**config.mk**
```make
export PLATFORM = sky130hd
export DESIGN_NAME = boot_mem_top
export DESIGN_NICKNAME = d
export VERILOG_FILES = /design/src/verilog/boot_pkg.sv /design/src/verilog/flash_ctrl.sv /design/src/verilog/bootloader.sv /design/src/verilog/ram_sel.sv /design/src/verilog/sram_ctrl.sv /design/src/verilog/boot_mem_top.sv
export VERILOG_INCLUDE_DIRS = /design/src /design/src/include
export SDC_FILE = /design/constraint.sdc
export NUM_CORES = 1
export LEC_CHECK = 0
export ABC_AREA = 1
export BUFFER_PORTS_ARGS = -buffer_cell sky130_fd_sc_hd__buf_2
export CORE_MARGIN = 2
export CORE_UTILIZATION = 40
export CTS_CLUSTER_DIAMETER = 30
export DETAILED_ROUTE_END_ITERATION = 16
export GPL_TIMING_DRIVEN = 0
export SYNTH_ARGS = -nofsm -noshare
export SYNTH_HDL_FRONTEND = slang
export SYNTH_HIERARCHICAL = 1
export SYNTH_SLANG_ARGS = --single-unit
```
**constraint.sdc**
```tcl
create_clock -name clk -period 2.55 [get_ports clk]
set_input_delay 0.1275 -clock clk [delete_from_list [all_inputs] [get_ports clk]]
set_output_delay 0.1275 -clock clk [all_outputs]
set_load 0.02 [all_outputs]
```
**src/include/boot_cfg.svh**
```systemverilog
`ifndef BOOT_CFG_SVH
`define BOOT_CFG_SVH

// Words copied from flash into SRAM at boot
`define BOOT_WORDS 32

// First flash word of the boot image
`define BOOT_FLASH_BASE 22'h010000

// Cycles with CE and OE low before the flash data is sampled
`define FLASH_WAIT 3

// SRAM word address width
`define RAM_AW 18

`endif

```
**src/verilog/boot_pkg.sv**
```systemverilog
`include "boot_cfg.svh"

package boot_pkg;

	// One SRAM access, read or write
	typedef struct packed {
		logic [`RAM_AW-1:0] addr;
		logic [15:0] data;
		logic write;
	} mem_req_t;

	typedef struct packed {
		logic [15:0] data;
	} mem_rsp_t;

	// Single word flash read
	typedef struct packed {
		logic [21:0] addr;
	} flash_req_t;

endpackage

```
**src/verilog/flash_ctrl.sv**
```systemverilog
`timescale 1ns/10ps
`include "boot_cfg.svh"

module flash_ctrl (
	input logic clk,
	input logic reset,
	input logic flash_req_valid,
	input boot_pkg::flash_req_t flash_req,
	output logic flash_req_ready,
	output logic flash_rsp_valid,
	output logic [15:0] flash_rsp_data,
	output logic [21:0] flash_addr,
	output logic flash_ce,
	output logic flash_oe,
	output logic flash_we,
	input logic [15:0] flash_rd_data
);
	localparam int WAIT_N = `FLASH_WAIT;
	localparam int CW = $clog2(WAIT_N + 1);

	typedef enum logic [1:0] {
		S_IDLE,
		S_WAIT,
		S_DONE
	} state_t;

	state_t state;
	logic [CW-1:0] wait_cnt;
	logic wait_last;

	assign wait_last = (wait_cnt == CW'(WAIT_N - 1));
	assign flash_req_ready = (state == S_IDLE);
	assign flash_rsp_valid = (state == S_DONE);

	// Read only, never programs the part
	assign flash_we = 1'b1;

	always_ff @(posedge clk) begin
		if (flash_req_valid && flash_req_ready)
			flash_addr <= flash_req.addr;
	end

	always_ff @(posedge clk) begin
		if (state == S_WAIT && wait_last)
			flash_rsp_data <= flash_rd_data;
	end

	always_ff @(posedge clk) begin
		if (reset) begin
			state <= S_IDLE;
			wait_cnt <= '0;
			flash_ce <= 1'b1;
			flash_oe <= 1'b1;
		end else begin
			case (state)
				S_IDLE: begin
					if (flash_req_valid) begin
						state <= S_WAIT;
						wait_cnt <= '0;
						flash_ce <= 1'b0;
						flash_oe <= 1'b0;
					end
				end
				S_WAIT: begin
					wait_cnt <= wait_cnt + 1'b1;
					// Data sampled on this edge, enables released
					if (wait_last) begin
						state <= S_DONE;
						flash_ce <= 1'b1;
						flash_oe <= 1'b1;
					end
				end
				S_DONE: state <= S_IDLE;
				default: state <= S_IDLE;
			endcase
		end
	end

endmodule

```
**src/verilog/bootloader.sv**
```systemverilog
`timescale 1ns/10ps
`include "boot_cfg.svh"

module bootloader (
	input logic clk,
	input logic reset,
	output logic flash_req_valid,
	output boot_pkg::flash_req_t flash_req,
	input logic flash_req_ready,
	input logic flash_rsp_valid,
	input logic [15:0] flash_rsp_data,
	output logic boot_req_valid,
	output boot_pkg::mem_req_t boot_req,
	input logic boot_req_ready,
	output logic boot_done
);
	localparam int WORDS = `BOOT_WORDS;
	localparam int CW = $clog2(WORDS + 1);
	localparam int AW = `RAM_AW;

	typedef enum logic [1:0] {
		S_READ,
		S_WAIT,
		S_WRITE,
		S_DONE
	} state_t;

	state_t state;
	logic [CW-1:0] word_cnt;
	logic [15:0] word_q;
	logic last_word;

	assign last_word = (word_cnt == CW'(WORDS - 1));

	// Flash image is linear from the base, SRAM copy starts at zero
	assign flash_req_valid = (state == S_READ);
	assign flash_req = '{addr: `BOOT_FLASH_BASE + 22'(word_cnt)};

	assign boot_req_valid = (state == S_WRITE);
	assign boot_req = '{addr: AW'(word_cnt), data: word_q, write: 1'b1};

	assign boot_done = (state == S_DONE);

	always_ff @(posedge clk) begin
		if (flash_rsp_valid)
			word_q <= flash_rsp_data;
	end

	always_ff @(posedge clk) begin
		if (reset) begin
			state <= S_READ;
			word_cnt <= '0;
		end else begin
			case (state)
				S_READ: begin
					if (flash_req_ready)
						state <= S_WAIT;
				end
				S_WAIT: begin
					if (flash_rsp_valid)
						state <= S_WRITE;
				end
				S_WRITE: begin
					if (boot_req_ready) begin
						if (last_word) begin
							state <= S_DONE;
						end else begin
							word_cnt <= word_cnt + 1'b1;
							state <= S_READ;
						end
					end
				end
				// Stays here until the next reset
				S_DONE: state <= S_DONE;
			endcase
		end
	end

endmodule

```
**src/verilog/ram_sel.sv**
```systemverilog
`timescale 1ns/10ps

module ram_sel (
	input logic clk,
	input logic reset,
	input logic boot_done,
	input logic boot_req_valid,
	input boot_pkg::mem_req_t boot_req,
	output logic boot_req_ready,
	input logic cpu_req_valid,
	input boot_pkg::mem_req_t cpu_req,
	output logic cpu_req_ready,
	output logic cpu_rsp_valid,
	output boot_pkg::mem_rsp_t cpu_rsp,
	output logic hold,
	output logic ram_req_valid,
	output boot_pkg::mem_req_t ram_req,
	input logic ram_req_ready,
	input logic ram_done,
	input boot_pkg::mem_rsp_t ram_rsp
);
	// Set while a processor read is in flight
	logic cpu_read_q;

	// Bootloader owns the SRAM until boot is done
	assign hold = !boot_done;
	assign boot_req_ready = !boot_done && ram_req_ready;
	assign cpu_req_ready = boot_done && ram_req_ready;

	assign ram_req_valid = boot_done ? cpu_req_valid : boot_req_valid;
	assign ram_req = boot_done ? cpu_req : boot_req;

	// Writes end silently, only reads answer
	assign cpu_rsp_valid = ram_done && cpu_read_q;
	assign cpu_rsp = ram_rsp;

	always_ff @(posedge clk) begin
		if (reset)
			cpu_read_q <= 1'b0;
		else if (cpu_req_valid && cpu_req_ready)
			cpu_read_q <= !cpu_req.write;
		else if (ram_done)
			cpu_read_q <= 1'b0;
	end

endmodule

```
**src/verilog/sram_ctrl.sv**
```systemverilog
`timescale 1ns/10ps
`include "boot_cfg.svh"

module sram_ctrl (
	input logic clk,
	input logic reset,
	input logic ram_req_valid,
	input boot_pkg::mem_req_t ram_req,
	output logic ram_req_ready,
	output logic ram_done,
	output boot_pkg::mem_rsp_t ram_rsp,
	output logic [`RAM_AW-1:0] ram_addr,
	output logic ram_en,
	output logic ram_oe,
	output logic ram_we,
	output logic ram_drive,
	output logic [15:0] ram_wr_data,
	input logic [15:0] ram_rd_data
);
	import boot_pkg::*;

	typedef enum logic [1:0] {
		S_IDLE,
		S_ACCESS,
		S_FINISH
	} state_t;

	state_t state;
	mem_req_t req_q;

	assign ram_req_ready = (state == S_IDLE);
	assign ram_done = (state == S_FINISH);

	// Address and data held for the whole access
	assign ram_addr = req_q.addr;
	assign ram_wr_data = req_q.data;

	always_ff @(posedge clk) begin
		if (ram_req_valid && ram_req_ready)
			req_q <= ram_req;
	end

	always_ff @(posedge clk) begin
		if (state == S_ACCESS && !req_q.write)
			ram_rsp <= '{data: ram_rd_data};
	end

	always_ff @(posedge clk) begin
		if (reset) begin
			state <= S_IDLE;
			ram_en <= 1'b1;
			ram_oe <= 1'b1;
			ram_we <= 1'b1;
			ram_drive <= 1'b0;
		end else begin
			case (state)
				S_IDLE: begin
					if (ram_req_valid) begin
						state <= S_ACCESS;
						ram_en <= 1'b0;
						ram_oe <= ram_req.write;
						ram_we <= !ram_req.write;
						ram_drive <= ram_req.write;
					end
				end
				// Write lands on the rising edge of WE, data still driven
				S_ACCESS: begin
					state <= S_FINISH;
					ram_oe <= 1'b1;
					ram_we <= 1'b1;
				end
				S_FINISH: begin
					state <= S_IDLE;
					ram_en <= 1'b1;
					ram_drive <= 1'b0;
				end
				default: state <= S_IDLE;
			endcase
		end
	end

endmodule

```
**src/verilog/boot_mem_top.sv**
```systemverilog
`timescale 1ns/10ps
`include "boot_cfg.svh"

module boot_mem_top (
	input logic clk,
	input logic reset,
	input logic cpu_req_valid,
	output logic cpu_req_ready,
	input boot_pkg::mem_req_t cpu_req,
	output logic cpu_rsp_valid,
	output boot_pkg::mem_rsp_t cpu_rsp,
	output logic hold,
	output logic boot_done,
	output logic [21:0] flash_addr,
	output logic flash_ce,
	output logic flash_oe,
	output logic flash_we,
	input logic [15:0] flash_rd_data,
	output logic [`RAM_AW-1:0] ram_addr,
	output logic ram_en,
	output logic ram_oe,
	output logic ram_we,
	output logic [15:0] ram_wr_data,
	output logic ram_drive,
	input logic [15:0] ram_rd_data
);
	import boot_pkg::*;

// Bootloader and flash
	logic flash_req_valid;
	logic flash_req_ready;
	flash_req_t flash_req;
	logic flash_rsp_valid;
	logic [15:0] flash_rsp_data;
	logic boot_req_valid;
	logic boot_req_ready;
	mem_req_t boot_req;

	bootloader __bootloader(
		.clk(clk),
		.reset(reset),
		.flash_req_valid(flash_req_valid),
		.flash_req(flash_req),
		.flash_req_ready(flash_req_ready),
		.flash_rsp_valid(flash_rsp_valid),
		.flash_rsp_data(flash_rsp_data),
		.boot_req_valid(boot_req_valid),
		.boot_req(boot_req),
		.boot_req_ready(boot_req_ready),
		.boot_done(boot_done)
	);

	flash_ctrl __flash_ctrl(
		.clk(clk),
		.reset(reset),
		.flash_req_valid(flash_req_valid),
		.flash_req(flash_req),
		.flash_req_ready(flash_req_ready),
		.flash_rsp_valid(flash_rsp_valid),
		.flash_rsp_data(flash_rsp_data),
		.flash_addr(flash_addr),
		.flash_ce(flash_ce),
		.flash_oe(flash_oe),
		.flash_we(flash_we),
		.flash_rd_data(flash_rd_data)
	);

// SRAM path
	logic ram_req_valid;
	logic ram_req_ready;
	mem_req_t ram_req;
	logic ram_done;
	mem_rsp_t ram_rsp;

	ram_sel __ram_sel(
		.clk(clk),
		.reset(reset),
		.boot_done(boot_done),
		.boot_req_valid(boot_req_valid),
		.boot_req(boot_req),
		.boot_req_ready(boot_req_ready),
		.cpu_req_valid(cpu_req_valid),
		.cpu_req(cpu_req),
		.cpu_req_ready(cpu_req_ready),
		.cpu_rsp_valid(cpu_rsp_valid),
		.cpu_rsp(cpu_rsp),
		.hold(hold),
		.ram_req_valid(ram_req_valid),
		.ram_req(ram_req),
		.ram_req_ready(ram_req_ready),
		.ram_done(ram_done),
		.ram_rsp(ram_rsp)
	);

	sram_ctrl __sram_ctrl(
		.clk(clk),
		.reset(reset),
		.ram_req_valid(ram_req_valid),
		.ram_req(ram_req),
		.ram_req_ready(ram_req_ready),
		.ram_done(ram_done),
		.ram_rsp(ram_rsp),
		.ram_addr(ram_addr),
		.ram_en(ram_en),
		.ram_oe(ram_oe),
		.ram_we(ram_we),
		.ram_drive(ram_drive),
		.ram_wr_data(ram_wr_data),
		.ram_rd_data(ram_rd_data)
	);

endmodule

```
# After elaboration in Yosys (flattened, before gate mapping)
# Index checks and enable logic that the tools add are counted.
classes:
  add_sub_neg: 3
  mux: 26
  n_reduce_logical: 26
  n_eq_ne: 15
  n_bitwise: 1
ops:
  columns: ["cell", "n"]
  rows:
  - ["$mux W23", 1]
  - ["$add A17 B6 Y18 const A", 1]
  - ["$mux W2", 8]
  - ["$pmux W2 S2", 3]
  - ["$eq A2 B2 Y1 const B", 5]
  - ["$pmux W1 S2", 5]
  - ["$reduce_and A3 Y1", 3]
  - ["$logic_and A1 B1 Y1", 8]
  - ["$mux W1", 8]
  - ["$ne A2 B1 Y1 const B", 4]
  - ["$pmux W2 S4", 1]
  - ["$reduce_and A2 Y1", 4]
  - ["$reduce_bool A2 Y1", 4]
  - ["$add A6 B1 Y6 const B", 1]
  - ["$eq A2 B1 Y1 const B", 3]
  - ["$eq A6 B5 Y1 const B", 1]
  - ["$logic_not A2 Y1", 3]
  - ["$logic_not A1 Y1", 4]
  - ["$ne A2 B2 Y1 const B", 2]
  - ["$add A2 B1 Y2 const B", 1]
  - ["$not A1 Y1", 1]
word_totals:
  inputBits: 70
  regBits: 125
  word_cells: 90
  out_inout_bits: 83

# Logic depth before layout (Yosys ltp)
# Gate-level depths: netlist (run 1).
logic_depth:
  ltp_word: 5
  mapped_depth: 11
  ltp_nobuf: 10

# Cells and area by module
# The synthesis (run 1) kept the hierarchy.
modules_own_cells:
  columns: ["module", "area_per_inst_um2", "cells_each", "seq_area_each_um2", "n_inst"]
  rows:
  - ["sram_ctrl", 2045.7, 119, 1651.6, 1]
  - ["flash_ctrl", 1386.3, 72, 1241.2, 1]
  - ["bootloader", 1218.7, 122, 640.6, 1]
  - ["ram_sel", 671.9, 148, 20.0, 1]

# Worst setup path before layout (run 1)
# OpenSTA, ideal clock, no wires.
synth_timing:
  path_type: "reg2reg"
  from: "reg __bootloader.state[0]"
  to: "reg __sram_ctrl.req_q (netlist bit __sram_ctrl/ram_addr[0]) (enable)"
  path_stages_with_launch: 8
  period_less_slack_ns: 2.276
  path_buffers: 1
  required_time_ns: 2.160
  path_slack_ns: 0.274
  arrival_ns: 1.887
  setup_time_ns: 0.390
  path_cell_list: "dfxtp_1 -> nand2_1 -> inv_1 -> buf_4 -> nand2_1 -> nand2_1 -> nand2_4 -> inv_1"
synth_between:
  elab_chain_cells: 3
  word_cells_on_any_way: 4
  cone_classes: "eq/ne (2); mux (1); reduce/logical (1)"
synth_lines:
  columns: ["item", "line_no", "source"]
  rows:
  - ["start: declaration", "bootloader.sv:28", "state_t state;"]
  - ["start signal: assignment", "bootloader.sv:51", "state <= S_READ;"]
  - ["start signal: assignment", "bootloader.sv:57", "state <= S_WAIT;"]
  - ["start signal: assignment", "bootloader.sv:61", "state <= S_WRITE;"]
  - ["$eq A2 B2 Y1", "bootloader.sv:42", "assign boot_done = (state == S_DONE);"]
  - ["net boot_done", "boot_mem_top.sv:13", "output logic boot_done,"]
  - ["$mux W1", "ram_sel.sv:30", "assign ram_req_valid = boot_done ? cpu_req_valid : boot_req_valid;"]
  - ["net ram_req_valid", "boot_mem_top.sv:69", "logic ram_req_valid;"]
  - ["$logic_and A1 B1 Y1", "sram_ctrl.sv:39", "if (ram_req_valid && ram_req_ready)"]
  - ["end signal: assignment", "sram_ctrl.sv:40", "req_q <= ram_req;"]
  - ["end: declaration", "sram_ctrl.sv:29", "mem_req_t req_q;"]
# The timed path passes the listed nets, and every way through them passes these cells.
# A chain may end at the register's enable or synchronous reset.

# Worst setup path in the final report (run 1)
layout_timing:
  from: "reg __bootloader.state[0]"
  to: "reg __sram_ctrl.req_q (netlist bit __sram_ctrl/ram_addr[16]) (enable)"
layout_between:
  elab_chain_cells: 3
  word_cells_on_any_way: 4
  cone_classes: "eq/ne (2); mux (1); reduce/logical (1)"
layout_lines:
  columns: ["item", "line_no"]
  rows:
  - ["$eq A2 B2 Y1, on equally long branches", "bootloader.sv:39, bootloader.sv:42"]
  - ["$mux W1 (*)", "ram_sel.sv:30"]
  - ["net ram_req_valid", "boot_mem_top.sv:69"]
  - ["$logic_and A1 B1 Y1 (*)", "sram_ctrl.sv:39"]
# Mark *: on every way through the listed nets, which the timed path passes. The rest lies on a longest branch.

==> results of run 1 <==
## metal layers
layer  vias up  share of wire, %
met5         -                 0
met1      1673                41
met2        97                51
met4         0               2.6
li1       1894                 -
met3        22               5.2
## per-stage QoR
step	power (W)	hold WS, ps
4_1_cts	0.006914	0.9942
5_1_grt	0.007166	16.44
6_report	0.006844	11.43
2_1_floorplan	0.003762	189.9
3_3_place_gp	0.004195	305.5
3_5_place_dp	0.004237	305.6
## worst min path at each step
stage | from | to | slack (ps)
floorplan | reset | __flash_ctrl/wait_cnt[1]$_SDFFE_PP0P_ | 190
global placement | ram_rd_data[10] | __sram_ctrl/ram_rsp[10]$_DFFE_PP_ | 310
detailed placement | flash_rd_data[14] | __flash_ctrl/flash_rsp_data[14]$_DFFE_PP_ | 310
CTS | cpu_req[7] | __sram_ctrl/ram_wr_data[6]$_DFFE_PP_ | 1
global route | cpu_req[7] | __sram_ctrl/ram_wr_data[6]$_DFFE_PP_ | 20
finish | cpu_req[7] | __sram_ctrl/ram_wr_data[6]$_DFFE_PP_ | 10
## power groups by stage
stage / logic (W) / clock network [W] / registers [W]
2_1_floorplan: 0.000792 / 0 / 0.00297
5_1_grt: 0.00165 / 0.00273 / 0.00279
6_report: 0.00151 / 0.00259 / 0.00275
3_5_place_dp: 0.00144 / 0 / 0.00280
3_3_place_gp: 0.00142 / 0 / 0.00278
4_1_cts: 0.00152 / 0.00264 / 0.00276
## worst reg2reg max path: stages (launching register included)
cell and delay (ps):
dfxtp_1 440, nand2_1 110, inv_1 150, inv_2 50, buf_4 170, nand2_1 90
nand2_1 150, nand2_4 170, clkinvlp_4 400
## kinds of logic after synthesis
group | after synthesis | share of synthesized area (%)
fa+ha+maj | 2 | 0.4701
flops | 125 | 66.76
simple gates | 188 | 15.12
compound gates | 13 | 1.293
xor+xnor | 2 | 0.3292
other cells | 3 | 0.2116
buf+inv | 128 | 15.82
## flip-flops by register name (all words and copies together), names as in the netlist
| signal | count |
|---|---|
| __flash_ctrl/flash_addr | 22 |
| __sram_ctrl/ram_drive | 1 |
| __flash_ctrl/wait_cnt | 2 |
| __bootloader/word_cnt | 6 |
| __flash_ctrl/state | 2 |
| __flash_ctrl/flash_rsp_data | 16 |
| __bootloader/word_q | 16 |
| __sram_ctrl/ram_oe | 1 |
| __sram_ctrl/state | 2 |
| __sram_ctrl/ram_we | 1 |
| __bootloader/state | 2 |
| __sram_ctrl/req_q | 1 |
| __sram_ctrl/ram_rsp | 16 |
| __ram_sel/cpu_read_q | 1 |
| __flash_ctrl/flash_oe | 1 |
| __sram_ctrl/ram_addr | 18 |
| __sram_ctrl/ram_wr_data | 16 |
| __sram_ctrl/ram_en | 1 |
## placed cells by master (no fill, tap or decap), types with 2 or more instances in the layout
master / synthesis / layout
conb_1: 3 / 30
nand3_2: 2 / 2
bufinv_16: 0 / 5
nor2_2: 3 / 4
ha_1: 2 / 2
clkinvlp_4: 0 / 3
o21ai_0: 5 / 5
xor2_1: 2 / 2
clkbuf_16: 0 / 17
nor2_1: 22 / 21
buf_6: 2 / 2
nand2_1: 141 / 141
clkbuf_1: 0 / 3
dlygate4sd3_1: 0 / 59
nand2_2: 2 / 2
clkinv_2: 0 / 2
edfxtp_1: 105 / 105
buf_2: 2 / 153
inv_1: 27 / 26
nand2_4: 3 / 3
dfxtp_1: 20 / 20
inv_2: 5 / 5
nor2_4: 3 / 3
a21oi_1: 6 / 6
buf_4: 91 / 91
nand3_1: 10 / 10
## layout make-up
class | instances | area share, %
flip-flops and latches | 125 | 46.49
repair inverters | 1 | 0.09822
clock buffers | 21 | 5.893
repair buffers | 210 | 17.61
plain buffers | 95 | 9.363
clock inverters | 11 | 2.472
well taps | 176 | 2.881
multi-input cells | 235 | 13.49
inverters | 33 | 1.702
## what timing repair did
action	CTS	global route
endpoints found under the setup margin	35	35
gates resized for setup	1	1
cloned	0	1
hold buffers	59	0
hold endpoints to repair	59	0
buffers inserted	0	0
==> impl_metrics.py, run 1 <==
metrics = {
    "route": {
        "ant_nets": 0,
        "drc": 0,
        "drtPass1Iterations": 4,
        "totalWireLength_um": 10650,
        "viasPerCell": 4.064,
        "first_iter_violations": 180,
        "vias": 3686,
        "wl_per_cell_um": 11.74,
    },
    "clock_tree": {
        "root_buffer": "clkbuf_16",
        "cts_buffers": 17,
        "cts_sinks": 125,
        "cts_tree": "yes",
        "clockBufferDepth": 2,
        "clk_pin_slew_ps": 50,
        "insertion_delay_ps": 410,
        "htreeDepth": 4,
    },
    "synthesis": {
        "synthesis.area_mm2": 0.005323,
        "yosys-top-cells-area": "edfxtp_1 (59%), buf_4 (13%), nand2_1 (9.9%)",
        "ys_top_cells_by_count": "nand2_1 (141), edfxtp_1 (105), buf_4 (91), inv_1 (27), nor2_1 (22)",
        "yosys_warnings": 6,
        "yosysUniqueCellTypes": 25,
        "async_flop_share_pct": 0,
        "syn_avg_cell_area_um2": 11.55,
        "synth_edf_count": 105,
        "synth.ff_latch_count": 125,
        "synthFlopType": "edfxtp_1",
        "netlist_instances": 461,
        "seq_area_frac_synth_pct": 66.76,
        "netlist.area_leader.share_pct": 59.24,
        "synth_top_cell_by_area": "edfxtp_1",
        "synth_most_common_cell": "nand2_1",
    },
    "cells_and_area": {
        "finalNonFillerCells": 907,
        "ff_latch_area_mm2": 0.003553,
        "final_design_area_no_fill_mm2": 0.007644,
        "diodes": 0,
        "layout.nets": 790,
        "fillCellCount": 1118,
        "multiInputGateArea_mm2": 0.001031,
        "area_growth_pct": 43.61,
        "fin_util_pct": 58.18,
        "drive_gt1_share_pct": 40.77,
    },
    "sta": {
        "finalSetupTns_ps": 0,
        "slew_headroom_pct": 14.23,
        "hold_viol": 0,
        "tightest_slew_ps": 1282,
        "slew_viol_final": 0,
        "fmax_mhz": 472.9,
        "postLayoutSetupSlackWorst_ps": 435.2,
        "period_share_pct": 82.93,
        "finClkSkew_ps": 6.192,
        "setup_viol": 0,
        "period_minus_slack_ps": 2115,
        "rsz0062_at_grt": "false",
    },
    "critical_path": {
        "rr_endpoint": "__sram_ctrl/ram_addr[16]$_DFFE_PP_",
        "cp_top_family": "buffers and inverters",
        "crit_path_top_delay_cell": "dfxtp_1",
        "ff2ff_setup_slack_ps": 440,
        "critPathKind": "register to register",
        "endpoint": "__sram_ctrl/ram_addr[16]$_DFFE_PP_",
        "r2r_start": "__bootloader/state[0]$_SDFFE_PP0P_",
        "path_common_cell": "nand2_1",
        "crit_path_cell_trace": "nand2_1, inv_1, inv_2, buf_4, nand2_1, nand2_1, nand2_4, clkinvlp_4",
        "cp-end-kind": "register",
        "start_kind": "register",
        "critPathMaxStageDelay_ps": 440,
        "critPathBufInv": 4,
        "crit_path_max_fanout": 18,
        "critPathArrivalTime_ps": 2130,
        "startpoint": "__bootloader/state[0]$_SDFFE_PP0P_",
        "cp.required_ps": 2570,
        "cp_num_cells": 8,
        "reg2reg_depth": 8,
    },
    "placed_design": {
        "pre_cts_ws_ps": -180.2,
        "gp_congestion": 0.8025,
        "placed_area_mm2": 0.006400,
        "io_buffer_count": 151,
        "dp_hpwl_um": 7183,
        "dp.cells": 815,
    },
    "grt": {
        "antenna_found_initial": 0,
        "grt_overflow": 0,
        "use_met3_pct": 5.029,
        "grt_max_degree": 36,
        "grt_usage_pct": 15.71,
        "grt_pass1_vias": 3698,
        "grt_pass1_wl_um": 17150,
        "grt_use_met2_pct": 27.05,
        "busiest_layer": "met2",
        "met1_usage_pct": 17.40,
    },
    "floorplanning": {
        "row_count": 42,
        "core_area_mm2": 0.01314,
        "initial_utilization_pct": 40.51,
        "die_area_mm2": 0.01425,
        "fp.dieH_um": 119.4,
        "die_w_um": 119.4,
        "ioPinCount": 153,
    },
    "min_path": {
        "hold_path_class": "input port to register",
        "min_path_cells": 3,
    },
    "pwr": {
        "p_leak_nw": 3.539,
        "cellInternalPower_w": 0.004955,
        "clockPowerShare_pct": 37.8,
        "power.density_mw_per_mm2": 895.3,
        "irDropWorstVdd_uv": 456.5,
        "p_switching_w": 0.001888,
        "swShare_pct": 27.59,
        "p_seq_share_pct": 40.2,
        "combPwrFrac_pct": 22.0,
    },
    "job": {
        "drv_cap": 0,
    },
    "run_status": {
        "status": "finished, final reports clean",
    },
}
No activity file was read; power rests on OpenSTA's default activity.
==> inputs of run 2 (changes only) <==
==> constraint.sdc (replaced) <==
create_clock -name clk -period 2.1 [get_ports clk]
set_input_delay 0.105 -clock clk [delete_from_list [all_inputs] [get_ports clk]]
set_output_delay 0.105 -clock clk [all_outputs]
set_load 0.02 [all_outputs]
==> impl_metrics.py, run 2 (synthesis gave the netlist of run 1 again) <==
metrics = {
    "run_status": {
        "status": "finished, final reports clean",
    },
    "critical_path": {
        "rr_endpoint": "__sram_ctrl/ram_wr_data[2]$_DFFE_PP_",
        "crit_path_max_fanout": 18,
        "cp.required_ps": 2260,
        "ff2ff_setup_slack_ps": 230,
        "endpoint": "__sram_ctrl/ram_wr_data[2]$_DFFE_PP_",
        "reg2reg_depth": 9,
        "startpoint": "__bootloader/state[0]$_SDFFE_PP0P_",
        "cp-end-kind": "register",
        "start_kind": "register",
        "critPathArrivalTime_ps": 2030,
        "r2r_start": "__bootloader/state[0]$_SDFFE_PP0P_",
        "critPathKind": "register to register",
    },
    "cells_and_area": {
        "layout.nets": 802,
        "fillCellCount": 1111,
        "fin_util_pct": 58.43,
        "drive_gt1_share_pct": 40.65,
        "diodes": 0,
        "largest_reg_flops": 22,
        "registers.top_by_ff_count": "__flash_ctrl/flash_addr",
        "mostFrequentLayoutCell": "buf_2",
        "area_growth_pct": 44.22,
        "layout_common_cells": "buf_2 (153), nand2_1 (141), edfxtp_1 (105), buf_4 (92), dlygate4sd3_1 (67)",
    },
    "floorplanning": {
        "ioPinCount": 153,
        "core_area_mm2": 0.01314,
        "initial_utilization_pct": 40.51,
        "row_count": 42,
        "fp.dieH_um": 119.4,
        "die_w_um": 119.4,
        "die_area_mm2": 0.01425,
    },
    "clock_tree": {
        "clockBufferDepth": 2,
        "insertion_delay_ps": 400,
        "cts_sinks": 125,
        "cts_tree": "yes",
        "htreeDepth": 4,
        "root_buffer": "clkbuf_16",
        "cts_buffers": 17,
        "clk_pin_slew_ps": 60,
    },
    "sta": {
        "hold_viol": 0,
        "finalSetupTns_ps": 0,
        "tightest_slew_ps": 880.0,
        "period_share_pct": 89.09,
        "slew_viol_final": 0,
        "fin_hold_ws_ps": 47.59,
        "fmax_mhz": 534.5,
        "rsz0062_at_grt": "false",
        "finClkSkew_ps": 6.917,
        "period_minus_slack_ps": 1871,
        "postLayoutSetupSlackWorst_ps": 229.0,
        "setup_viol": 0,
        "slew_headroom_pct": 41.27,
    },
    "grt": {
        "antenna_found_initial": 0,
        "grt_pass1_vias": 3601,
        "grt_overflow": 0,
        "grt_pass1_wl_um": 16700,
        "grt_max_degree": 23,
        "grt_usage_pct": 15.31,
    },
    "min_path": {
        "min_path_cells": 4,
        "hold_path_class": "input port to register",
    },
    "placed_design": {
        "gp_congestion": 0.7903,
        "io_buffer_count": 151,
        "pre_cts_ws_ps": -386.2,
        "dp_hpwl_um": 7247,
    },
    "route": {
        "drc": 0,
        "drtPass1Iterations": 5,
        "ant_nets": 0,
        "first_iter_violations": 161,
        "wl_per_cell_um": 11.42,
        "totalWireLength_um": 10500,
        "viasPerCell": 4.027,
        "vias": 3701,
    },
    "job": {
        "drv_cap": 0,
    },
    "pwr": {
        "power.density_mw_per_mm2": 1022,
        "irDropWorstVdd_uv": 466.4,
        "p_leak_nw": 3.558,
    },
}
[run 2: cell count changes in the layout (fill, tap and decap cells not counted), sizes merged]
cell / delta
dlygate4sd3: +8
clkinv: +6
buf: +4
clkbuf: -1
inv: -1
bufinv: -4
[run 2: final cells by class]
class	count	area, um2	share of cell area, %
Clock buffer	20	436.7	5.689
Buffer	95	715.7	9.324
Multi-Input combinational cell	235	1028	13.40
Clock inverter	12	98.84	1.288
Tap cell	176	220.2	2.869
Timing Repair Buffer	222	1485	19.35
Sequential cell	125	3553	46.29
Timing Repair inverter	1	7.507	0.09780
Inverter	33	130.1	1.695
[run 2: worst max-delay path, cell delays in order, from the launching register on]
cell,delay (ps)
dfxtp_1,440
nand2_1,120
inv_1,160
inv_2,50
buf_4,170
nand2_1,90
nand2_1,140
nand2_4,170
clkinvlp_4,110
buf_12,160
[run 2: routing by layer]
| layer | GRT usage, % | routed length, um | vias to the layer above |
|---|---|---|---|
| met5 | 0 | 0 | - |
| met4 | 7.426 | 216 | 0 |
| met3 | 4.454 | 585 | 15 |
| met2 | 25.18 | 5181 | 114 |
| met1 | 18.46 | 4514 | 1659 |
| li1 | - | - | 1913 |
[run 2: worst min path at each step]
stage / startpoint / end / slack, ps
after floorplan: reset / __flash_ctrl/wait_cnt[1]$_SDFFE_PP0P_ / 170
after global routing: cpu_req_valid / __ram_sel/cpu_read_q$_SDFFE_PP0P_ / 50
after CTS: cpu_req_valid / __ram_sel/cpu_read_q$_SDFFE_PP0P_ / 30
final: cpu_req_valid / __ram_sel/cpu_read_q$_SDFFE_PP0P_ / 50
after detailed placement: ram_rd_data[7] / __sram_ctrl/ram_rsp[7]$_DFFE_PP_ / 280
after global placement: ram_rd_data[15] / __sram_ctrl/ram_rsp[15]$_DFFE_PP_ / 280
[run 2: repair_timing]
action,in CTS,in global routing
buffers inserted,1,1
resized for setup,1,0
hold endpoints to repair,67,0
setup endpoints to repair,35,17
hold buffers,67,0
cloned,1,0
[run 2: per-stage QoR]
stage	total power (W)	instances	cell area (um2)
after floorplan	0.004571	488	5428
after global placement	0.005094	815	6404
after detailed placement	0.005151	815	6404
after CTS	0.007907	916	7637
after global routing	0.008233	919	7676
final	0.007846	919	7676
[run 2: report_power, final]
group	switching, W	internal, W	leakage (nW)
Combinational	0.00116	0.000747	2.16
Clock	0.00100	0.00161	0.267
Sequential	0.000141	0.00319	1.13
